### config.mk
export PLATFORM = sky130hd
export DESIGN_NAME = trace_top
export DESIGN_NICKNAME = d
export VERILOG_FILES = /design/src/hw/trace_pkg.sv /design/src/hw/byte_fifo.sv /design/src/hw/cobs_framer.sv /design/src/hw/irq_arbiter.sv /design/src/hw/trace_top.sv /design/src/hw/uart_tx.sv
export VERILOG_INCLUDE_DIRS = /design/src /design/src/include
export SDC_FILE = /design/constraint.sdc
export NUM_CORES = 1
export LEC_CHECK = 0
export BUFFER_PORTS_ARGS = -buffer_cell sky130_fd_sc_hd__buf_2
export CAP_MARGIN = 15
export CORE_MARGIN = 1.5
export CORE_UTILIZATION = 65
export CTS_BUF_LIST = sky130_fd_sc_hd__clkbuf_8
export CTS_CLUSTER_DIAMETER = 150
export DETAILED_ROUTE_END_ITERATION = 12
export PLACE_DENSITY_LB_ADDON = 0.12
export SYNTH_ARGS = -nofsm -noshare
export SYNTH_HDL_FRONTEND = slang
export SYNTH_SLANG_ARGS = --single-unit
### constraint.sdc
create_clock -name clk_i -period 7.75 [get_ports clk_i]
set_input_delay 0.3875 -clock clk_i [delete_from_list [all_inputs] [get_ports clk_i]]
set_output_delay 0.3875 -clock clk_i [all_outputs]
set_load 0.005 [all_outputs]
### src/include/trace_params.svh
// trace subsystem parameters for source count, timer width, fifo depth and uart timing
`ifndef TRACE_PARAMS_SVH
`define TRACE_PARAMS_SVH

// one source per board button
`define TRACE_NUM_SRC 4

// free-running timestamp width
`define TRACE_STAMP_WIDTH 16

// byte fifo entries between framer and uart
`define TRACE_FIFO_DEPTH 16

// clock cycles per uart bit
`define TRACE_BIT_DIV 8

// code byte, id, stamp high, stamp low, delimiter
`define TRACE_FRAME_LEN 5

`endif

### src/hw/trace_pkg.sv
// trace package with the shared vector types, event record and fsm encodings
`include "trace_params.svh"

package trace_pkg;

  // source index as sent in the frame
  typedef logic [7:0] src_id_t;

  // monotonic timer value
  typedef logic [`TRACE_STAMP_WIDTH-1:0] stamp_t;

  // one byte on the wire
  typedef logic [7:0] byte_t;

  // one bit per source, used for buttons, pending and leds
  typedef logic [`TRACE_NUM_SRC-1:0] src_vec_t;

  // event handed from arbiter to framer
  typedef struct packed {
    src_id_t id;
    stamp_t  stamp;
  } trace_event_t;

  // framer fsm
  typedef enum logic [1:0] {
    FRM_IDLE,
    FRM_EMIT,
    FRM_DELIM
  } framer_state_t;

  // uart transmitter fsm
  typedef enum logic [1:0] {
    UART_IDLE,
    UART_START,
    UART_DATA,
    UART_STOP
  } uart_state_t;

endpackage

### src/hw/byte_fifo.sv
// synchronous byte fifo between framer and uart, circular buffer with occupancy count
`timescale 1ns/1ps
`include "trace_params.svh"

module byte_fifo (
  input  logic             clk_i,
  input  logic             reset_i,
  input  logic             push_i,
  input  trace_pkg::byte_t push_data_i,
  input  logic             pop_i,
  output trace_pkg::byte_t pop_data_o,
  output logic             full_o,
  output logic             empty_o
);

  localparam int depth = `TRACE_FIFO_DEPTH;
  localparam int ptr_w = $clog2(depth);
  localparam int cnt_w = $clog2(depth + 1);

  trace_pkg::byte_t mem [depth];
  logic [ptr_w-1:0] wr_ptr;
  logic [ptr_w-1:0] rd_ptr;
  logic [cnt_w-1:0] count;
  logic             wr_en;
  logic             rd_en;

  function automatic logic [ptr_w-1:0] next_ptr(input logic [ptr_w-1:0] ptr);
    return (ptr == ptr_w'(depth - 1)) ? '0 : ptr + ptr_w'(1);
  endfunction

  assign full_o  = count == cnt_w'(depth);
  assign empty_o = count == '0;
  assign wr_en   = push_i && !full_o;
  assign rd_en   = pop_i && !empty_o;

  // head is read straight from the array
  assign pop_data_o = mem[rd_ptr];

  always_ff @(posedge clk_i) begin
    if (wr_en) begin
      mem[wr_ptr] <= push_data_i;
    end
  end

  always_ff @(posedge clk_i) begin
    if (reset_i) begin
      wr_ptr <= '0;
      rd_ptr <= '0;
      count  <= '0;
    end else begin
      if (wr_en) begin
        wr_ptr <= next_ptr(wr_ptr);
      end
      if (rd_en) begin
        rd_ptr <= next_ptr(rd_ptr);
      end
      // push and pop together leave the count alone
      case ({wr_en, rd_en})
        2'b10:   count <= count + cnt_w'(1);
        2'b01:   count <= count - cnt_w'(1);
        default: count <= count;
      endcase
    end
  end

endmodule

### src/hw/cobs_framer.sv
// cobs framer that turns one trace event into a five byte frame pushed into the byte fifo
`timescale 1ns/1ps
`include "trace_params.svh"

module cobs_framer (
  input  logic                    clk_i,
  input  logic                    reset_i,
  input  logic                    ev_valid_i,
  input  trace_pkg::trace_event_t ev_data_i,
  input  logic                    full_i,
  output logic                    busy_o,
  output logic                    push_o,
  output trace_pkg::byte_t        push_data_o
);

  localparam int frame_len = `TRACE_FRAME_LEN;
  // code byte plus payload, everything except the delimiter
  localparam int code_len  = frame_len - 1;
  localparam int idx_w     = $clog2(code_len);

  trace_pkg::framer_state_t          state;
  trace_pkg::byte_t [code_len-2:0]   payload;
  trace_pkg::byte_t [code_len-1:0]   enc_next;
  trace_pkg::byte_t [code_len-1:0]   enc_q;
  logic             [idx_w-1:0]      idx;

  // payload order on the wire is id, stamp high, stamp low
  assign payload[0] = ev_data_i.id;
  assign payload[1] = ev_data_i.stamp[`TRACE_STAMP_WIDTH-1 -: 8];
  assign payload[2] = ev_data_i.stamp[7:0];

  // cobs encode, walking back from the delimiter
  // each zero becomes the distance to the next zero or to the delimiter
  always_comb begin
    int next_zero;
    next_zero = code_len;
    for (int q = code_len - 1; q >= 1; q--) begin
      if (payload[q-1] == '0) begin
        enc_next[q] = trace_pkg::byte_t'(next_zero - q);
        next_zero   = q;
      end else begin
        enc_next[q] = payload[q-1];
      end
    end
    // leading code byte points at the first zero
    enc_next[0] = trace_pkg::byte_t'(next_zero);
  end

  always_ff @(posedge clk_i) begin
    if (reset_i) begin
      state <= trace_pkg::FRM_IDLE;
      idx   <= '0;
    end else begin
      case (state)
        trace_pkg::FRM_IDLE: begin
          if (ev_valid_i) begin
            state <= trace_pkg::FRM_EMIT;
            idx   <= '0;
          end
        end
        trace_pkg::FRM_EMIT: begin
          // stall in place while the fifo is full
          if (!full_i) begin
            if (idx == idx_w'(code_len - 1)) begin
              state <= trace_pkg::FRM_DELIM;
            end
            idx <= idx + idx_w'(1);
          end
        end
        trace_pkg::FRM_DELIM: begin
          if (!full_i) begin
            state <= trace_pkg::FRM_IDLE;
          end
        end
        default: begin
          state <= trace_pkg::FRM_IDLE;
        end
      endcase
    end
  end

  // encoded bytes captured with the event
  always_ff @(posedge clk_i) begin
    if (state == trace_pkg::FRM_IDLE && ev_valid_i) begin
      enc_q <= enc_next;
    end
  end

  assign busy_o      = state != trace_pkg::FRM_IDLE;
  assign push_o      = (state != trace_pkg::FRM_IDLE) && !full_i;
  assign push_data_o = (state == trace_pkg::FRM_DELIM) ? '0 : enc_q[idx];

endmodule

### src/hw/irq_arbiter.sv
// interrupt arbiter that syncs buttons, latches edges and stamps the highest pending source
`timescale 1ns/1ps
`include "trace_params.svh"

module irq_arbiter (
  input  logic                    clk_i,
  input  logic                    reset_i,
  input  trace_pkg::src_vec_t     btn_i,
  input  logic                    frm_busy_i,
  output logic                    ev_valid_o,
  output trace_pkg::trace_event_t ev_data_o,
  output trace_pkg::src_vec_t     led_o
);

  trace_pkg::src_vec_t btn_meta;
  trace_pkg::src_vec_t btn_sync;
  trace_pkg::src_vec_t btn_last;
  trace_pkg::src_vec_t btn_rise;
  trace_pkg::src_vec_t pending;
  trace_pkg::src_vec_t grant_vec;
  trace_pkg::src_id_t  grant_id;
  trace_pkg::stamp_t   stamp_cnt;
  logic                grant;

  // two flops against metastability, then the edge register
  always_ff @(posedge clk_i) begin
    if (reset_i) begin
      btn_meta <= '0;
      btn_sync <= '0;
      btn_last <= '0;
    end else begin
      btn_meta <= btn_i;
      btn_sync <= btn_meta;
      btn_last <= btn_sync;
    end
  end

  assign btn_rise = btn_sync & ~btn_last;

  // higher index wins
  always_comb begin
    grant_id = '0;
    for (int i = 0; i < `TRACE_NUM_SRC; i++) begin
      if (pending[i]) begin
        grant_id = trace_pkg::src_id_t'(i);
      end
    end
  end

  assign grant_vec = trace_pkg::src_vec_t'(1) << grant_id;

  // the strobe cycle itself is blocked since the framer only shows busy one cycle later
  assign grant = !frm_busy_i && !ev_valid_o && (pending != '0);

  // a repeat edge on a pending source just merges
  always_ff @(posedge clk_i) begin
    if (reset_i) begin
      pending <= '0;
    end else begin
      pending <= (pending & ~(grant_vec & {`TRACE_NUM_SRC{grant}})) | btn_rise;
    end
  end

  always_ff @(posedge clk_i) begin
    if (reset_i) begin
      stamp_cnt  <= '0;
      ev_valid_o <= 1'b0;
      led_o      <= '0;
    end else begin
      stamp_cnt  <= stamp_cnt + trace_pkg::stamp_t'(1);
      ev_valid_o <= grant;
      if (grant) begin
        led_o <= grant_vec;
      end
    end
  end

  // event payload, only meaningful alongside the strobe
  always_ff @(posedge clk_i) begin
    if (grant) begin
      ev_data_o.id    <= grant_id;
      ev_data_o.stamp <= stamp_cnt;
    end
  end

endmodule

### src/hw/trace_top.sv
// board top for the event trace path from buttons through arbiter, framer and fifo to uart
`timescale 1ns/1ps

module trace_top (
  input  logic                clk_i,
  input  logic                reset_i,
  input  trace_pkg::src_vec_t btn_i,
  output trace_pkg::src_vec_t led_o,
  output logic                tx_o
);

  // arbiter to framer
  logic                    ev_valid;
  trace_pkg::trace_event_t ev_data;
  logic                    frm_busy;

  irq_arbiter arbiter_i (
    .clk_i      (clk_i),
    .reset_i    (reset_i),
    .btn_i      (btn_i),
    .frm_busy_i (frm_busy),
    .ev_valid_o (ev_valid),
    .ev_data_o  (ev_data),
    .led_o      (led_o)
  );

  // framer to fifo
  logic             push;
  trace_pkg::byte_t push_data;
  logic             full;

  cobs_framer framer_i (
    .clk_i       (clk_i),
    .reset_i     (reset_i),
    .ev_valid_i  (ev_valid),
    .ev_data_i   (ev_data),
    .full_i      (full),
    .busy_o      (frm_busy),
    .push_o      (push),
    .push_data_o (push_data)
  );

  // fifo to uart
  logic             pop;
  trace_pkg::byte_t pop_data;
  logic             empty;

  byte_fifo fifo_i (
    .clk_i       (clk_i),
    .reset_i     (reset_i),
    .push_i      (push),
    .push_data_i (push_data),
    .pop_i       (pop),
    .pop_data_o  (pop_data),
    .full_o      (full),
    .empty_o     (empty)
  );

  uart_tx uart_i (
    .clk_i   (clk_i),
    .reset_i (reset_i),
    .empty_i (empty),
    .data_i  (pop_data),
    .pop_o   (pop),
    .tx_o    (tx_o)
  );

endmodule

### src/hw/uart_tx.sv
// 8n1 uart transmitter that pulls bytes from the fifo whenever it goes idle
`timescale 1ns/1ps
`include "trace_params.svh"

module uart_tx (
  input  logic             clk_i,
  input  logic             reset_i,
  input  logic             empty_i,
  input  trace_pkg::byte_t data_i,
  output logic             pop_o,
  output logic             tx_o
);

  localparam int bit_div = `TRACE_BIT_DIV;
  localparam int div_w   = (bit_div > 1) ? $clog2(bit_div) : 1;

  trace_pkg::uart_state_t state;
  trace_pkg::byte_t       shift;
  logic [div_w-1:0]       div_cnt;
  logic [2:0]             bit_cnt;
  logic                   bit_end;

  // last cycle of the current bit period
  assign bit_end = div_cnt == div_w'(bit_div - 1);

  always_ff @(posedge clk_i) begin
    if (reset_i) begin
      state   <= trace_pkg::UART_IDLE;
      pop_o   <= 1'b0;
      div_cnt <= '0;
      bit_cnt <= '0;
    end else begin
      if (state == trace_pkg::UART_IDLE || bit_end) begin
        div_cnt <= '0;
      end else begin
        div_cnt <= div_cnt + div_w'(1);
      end
      case (state)
        trace_pkg::UART_IDLE: begin
          // pop is a single cycle, the head is taken while it is high
          if (pop_o) begin
            pop_o <= 1'b0;
            state <= trace_pkg::UART_START;
          end else if (!empty_i) begin
            pop_o <= 1'b1;
          end
        end
        trace_pkg::UART_START: begin
          if (bit_end) begin
            state   <= trace_pkg::UART_DATA;
            bit_cnt <= '0;
          end
        end
        trace_pkg::UART_DATA: begin
          if (bit_end) begin
            if (bit_cnt == 3'd7) begin
              state <= trace_pkg::UART_STOP;
            end
            bit_cnt <= bit_cnt + 3'd1;
          end
        end
        trace_pkg::UART_STOP: begin
          if (bit_end) begin
            state <= trace_pkg::UART_IDLE;
          end
        end
        default: begin
          state <= trace_pkg::UART_IDLE;
        end
      endcase
    end
  end

  // lsb first
  always_ff @(posedge clk_i) begin
    if (state == trace_pkg::UART_IDLE && pop_o) begin
      shift <= data_i;
    end else if (state == trace_pkg::UART_DATA && bit_end) begin
      shift <= shift >> 1;
    end
  end

  always_comb begin
    case (state)
      trace_pkg::UART_START: tx_o = 1'b0;
      trace_pkg::UART_DATA:  tx_o = shift[0];
      default:               tx_o = 1'b1;
    endcase
  end

endmodule

==> impl_metrics.csv <==
group,metric,value,unit
place,dpl.hpwl,10500,um
timing,final_max_slew_viol_count,0,
timing,clock.fmax,0.321,GHz
timing,hold_viol,0,
setup_path,worst_setup_path_end_kind,"flop",
cts,numCtsBuffers,39,
cts,cts.path.max_buffers,3,
layout,num-fill-cells,939,
power,p_clk_frac,0.388,
cts,post_cts_resized,0,
hold_path,worstHoldEndpoint,"arbiter_i.btn_meta[3]",
layout,drive_gt1_frac,0.148,
die,core,0.0146,sq mm
die,die-area,0.0159,sq mm
logic_synthesis,yosysWarnings,0,
layout,syn_to_final_growth,9.52,%
setup_path,reg2regPathDepth,10,
cts,ctsHtreeMaxLevel,2,
cts,cts_sinks,244,
setup_path,worstReg2RegStart,"fifo_i.count[2]",
logic_synthesis,async_flop_share,0,
cts,clk_latency,0.52,ns
cts,clk_pin_slew,0.06,ns
logic_synthesis,ys_dominant_reg_cell,"edfxtp_1",
logic_synthesis,synth_top_cells_by_area,"edfxtp_1 54%, dfxtp_1 14%, mux4_2 5.3%, mux4_1 2.9%, nor2_1 2.4%",
power,p_sw_frac,0.219,
hold_path,min_from,"btn_i[3]",
timing,relSlewSlack,0.292,
flow_run,drv_cap,0,
die,initial_core_util,0.670,
hold_path,hold_class,"input pin to flop",
detailed_routing,wl_per_cell,18.3,um
timing,tightestPinTransition,1.06,ns
logic_synthesis,yosysTopAreaCell,"edfxtp_1",
power,max-vdd-ir-drop,0.000163,V
power,finalPower,2.62,mW
timing,fin_crit_sh,0.402,
logic_synthesis,synth-seq-area-share,0.678,
layout,multi_input_area,0.00291,sq mm
cts,ctsRootBufferMaster,"clkbuf_8",
setup_path,startpoint,"fifo_i.count[2]",
place,dp.cells,832,
global_routing,grt_overflow,0,
layout,nNetsFinal,720,
setup_path,critical_path.max_fanout,12,
die,io_pins,11,
timing,tns,0,ns
detailed_routing,vias,5304,
setup_path,cp.arrival,3.51,ns
setup_path,critPathRequiredTime,8.14,ns
power,p_comb_frac,0.053,
global_routing,grt_max_degree,70,
detailed_routing,drcViolationCount,0,
detailed_routing,drt_wl_total,16600,um
logic_synthesis,synth_top_area_frac,0.541,
timing,period_needed,3.11,ns
setup_path,r2r_end,"fifo_i.count[4]",
die,die_y,126,um
logic_synthesis,yosysMostFrequentCell,"edfxtp_1",
run_status,status,"complete, no violations",
layout,ff_latch_area,0.00666,sq mm
cts,postCtsSetupRepairBufs,0,
logic_synthesis,synth_cells,676,
place,io_buffer_count,10,
power,p_seq_frac,0.559,
place,gp_congestion,0.795,
layout,finalNonFillerCells,909,
cts,hold_buffers,0,
timing,rsz0062_at_grt,"no",
power,p_sw,574,uW
detailed_routing,viasPerCell,5.83,
timing,skew,0.0192,ns
power,cellPowerDensity,243,mW/mm^2
die,die_w,126,um
logic_synthesis,synth-edff-count,177,
hold_path,min_path_cells,2,
die,num_rows,44,
global_routing,grt_pass1_wl,26700,um
detailed_routing,drt_first_pass_iters,5,
timing,setup_viol,0,
cts,cts_tree,"built",
global_routing,grt_pass1_vias,5313,
global_routing,antenna_found_initial,0,
detailed_routing,drt_iter0_markers,323,
logic_synthesis,netlist_area,0.00982,sq mm
logic_synthesis,synth.ff_latch_count,244,
power,p_int,2.04,mW
detailed_routing,ant_nets,0,
power,leakagePower,3.80,nW
setup_path,ff2ff_setup_slack,4.64,ns
layout,n_antenna_cell,0,
setup_path,critPathLaunchType,"flop",
setup_path,worstSetupPathType,"flop to flop",
logic_synthesis,syn_avg_cell_area,14.5,sq um
logic_synthesis,ys_types,55,
logic_synthesis,synth_common_cells,"177 x edfxtp_1, 67 x dfxtp_1, 64 x nor2_1",
global_routing,track_usage,0.218,
how the worst max path moves through the flow:
stage	to	slack [ns]	depth (start not counted)
final	fifo_i.count[4]	4.64	10
after global routing	fifo_i.count[4]	4.36	10
after CTS	fifo_i.count[4]	4.62	10
after detailed placement	fifo_i.count[4]	4.64	10
after global placement	fifo_i.count[4]	4.83	10
after floorplan	fifo_i.count[4]	5.03	13
per-stage QoR:
| step | util | cell area [sq um] | hold WS (ns) | worst slack [ns] |
|---|---|---|---|---|
| finish | 0.734 | 10800 | 0.0908 | 4.64 |
| global route | 0.734 | 10800 | 0.0719 | 4.36 |
| CTS | 0.731 | 10700 | 0.0677 | 4.62 |
| detailed placement | 0.680 | 9950 | 0.426 | 4.64 |
| global placement | 0.680 | 9950 | 0.417 | 4.83 |
| floorplan | - | 9820 | 0.407 | 5.03 |
registers in the layout (all words and copies together), names as in the netlist, 2 cells and up, named ones only:
signal and cells:
fifo_i.mem 128, framer_i.enc_q 23, arbiter_i.ev_data_o 18, arbiter_i.stamp_cnt 16, uart_i.shift 8, fifo_i.count 5, arbiter_i.btn_last 4, arbiter_i.btn_meta 4
arbiter_i.btn_sync 4, arbiter_i.led_o 4, arbiter_i.pending 4, fifo_i.rd_ptr 4, fifo_i.wr_ptr 4, uart_i.bit_cnt 3, uart_i.div_cnt 3, framer_i.idx 2
framer_i.state 2, uart_i.state 2
power groups by stage:
stage,clock (mW),sequential [mW],combinational [mW]
finish,1.02,1.46,0.138
global route,1.10,1.47,0.154
CTS,1.04,1.46,0.137
floorplan,0,1.48,0.107
detailed placement,0,1.49,0.136
global placement,0,1.49,0.131
layer usage:
layer  part of all wire  wire [um]  up-vias  global-route usage
met1               0.43       7120     2612               0.281
met3              0.040        666       19              0.0429
li1                   -          -     2557                   -
met4              0.012        193        0              0.0602
met5                  0          0        -                   0
met2               0.52       8670      116               0.384
cells by family (layout without fill, tap and decap cells):
logic type      count (synthesis)  in the layout  synth area share
fa+ha+maj                      19             19            0.0242
mux                            59             59             0.109
compound gates                 82             82            0.0511
other cells                     1              2          0.000382
simple gates                  194            194            0.0967
xor+xnor                       17             17            0.0152
buf+inv                        60            108            0.0259
flops                         244            244             0.678
layout make-up:
class,instances,share of cell area
Sequential cell,244,0.619
Multi-Input combinational cell,373,0.271
Clock buffer,47,0.0602
Tap cell,184,0.0214
Timing Repair Buffer,23,0.0144
Clock inverter,24,0.00931
Inverter,14,0.00489
placed cells by master (no fill, tap or decap), types with 3 or more instances in the layout:
cell,netlist,routed
o21ai_0,15,15
mux4_2,23,23
nand3_1,6,6
o21bai_1,3,3
a31oi_1,4,4
edfxtp_1,177,177
inv_1,13,31
nor2_1,64,64
clkbuf_8,0,47
dfxtp_1,67,67
mux2_2,7,7
buf_2,4,11
xnor2_1,3,3
nand2_1,43,43
nand4_1,6,6
ha_1,19,19
a211oi_1,4,4
nor4_1,3,3
or3_1,3,3
mux4_1,11,11
buf_4,0,10
nor3_1,23,23
mux2i_1,18,18
xor2_1,14,14
o22ai_1,3,3
a21o_1,7,7
nand2b_1,7,7
and2_1,6,6
clkinv_1,0,3
nor2b_1,20,20
a21oi_1,33,33
critical path, stage by stage (launching register included):
cell     delay [ns]
dfxtp_1        0.49
nor4_4         0.11
a21oi_1        0.70
inv_1          0.11
ha_1           0.33
xor2_1         0.19
ha_1           0.24
a21o_1         0.10
a31oi_1        0.07
o32ai_1        0.28
mux2_2         0.38
(Power assumes the default switching activity.)
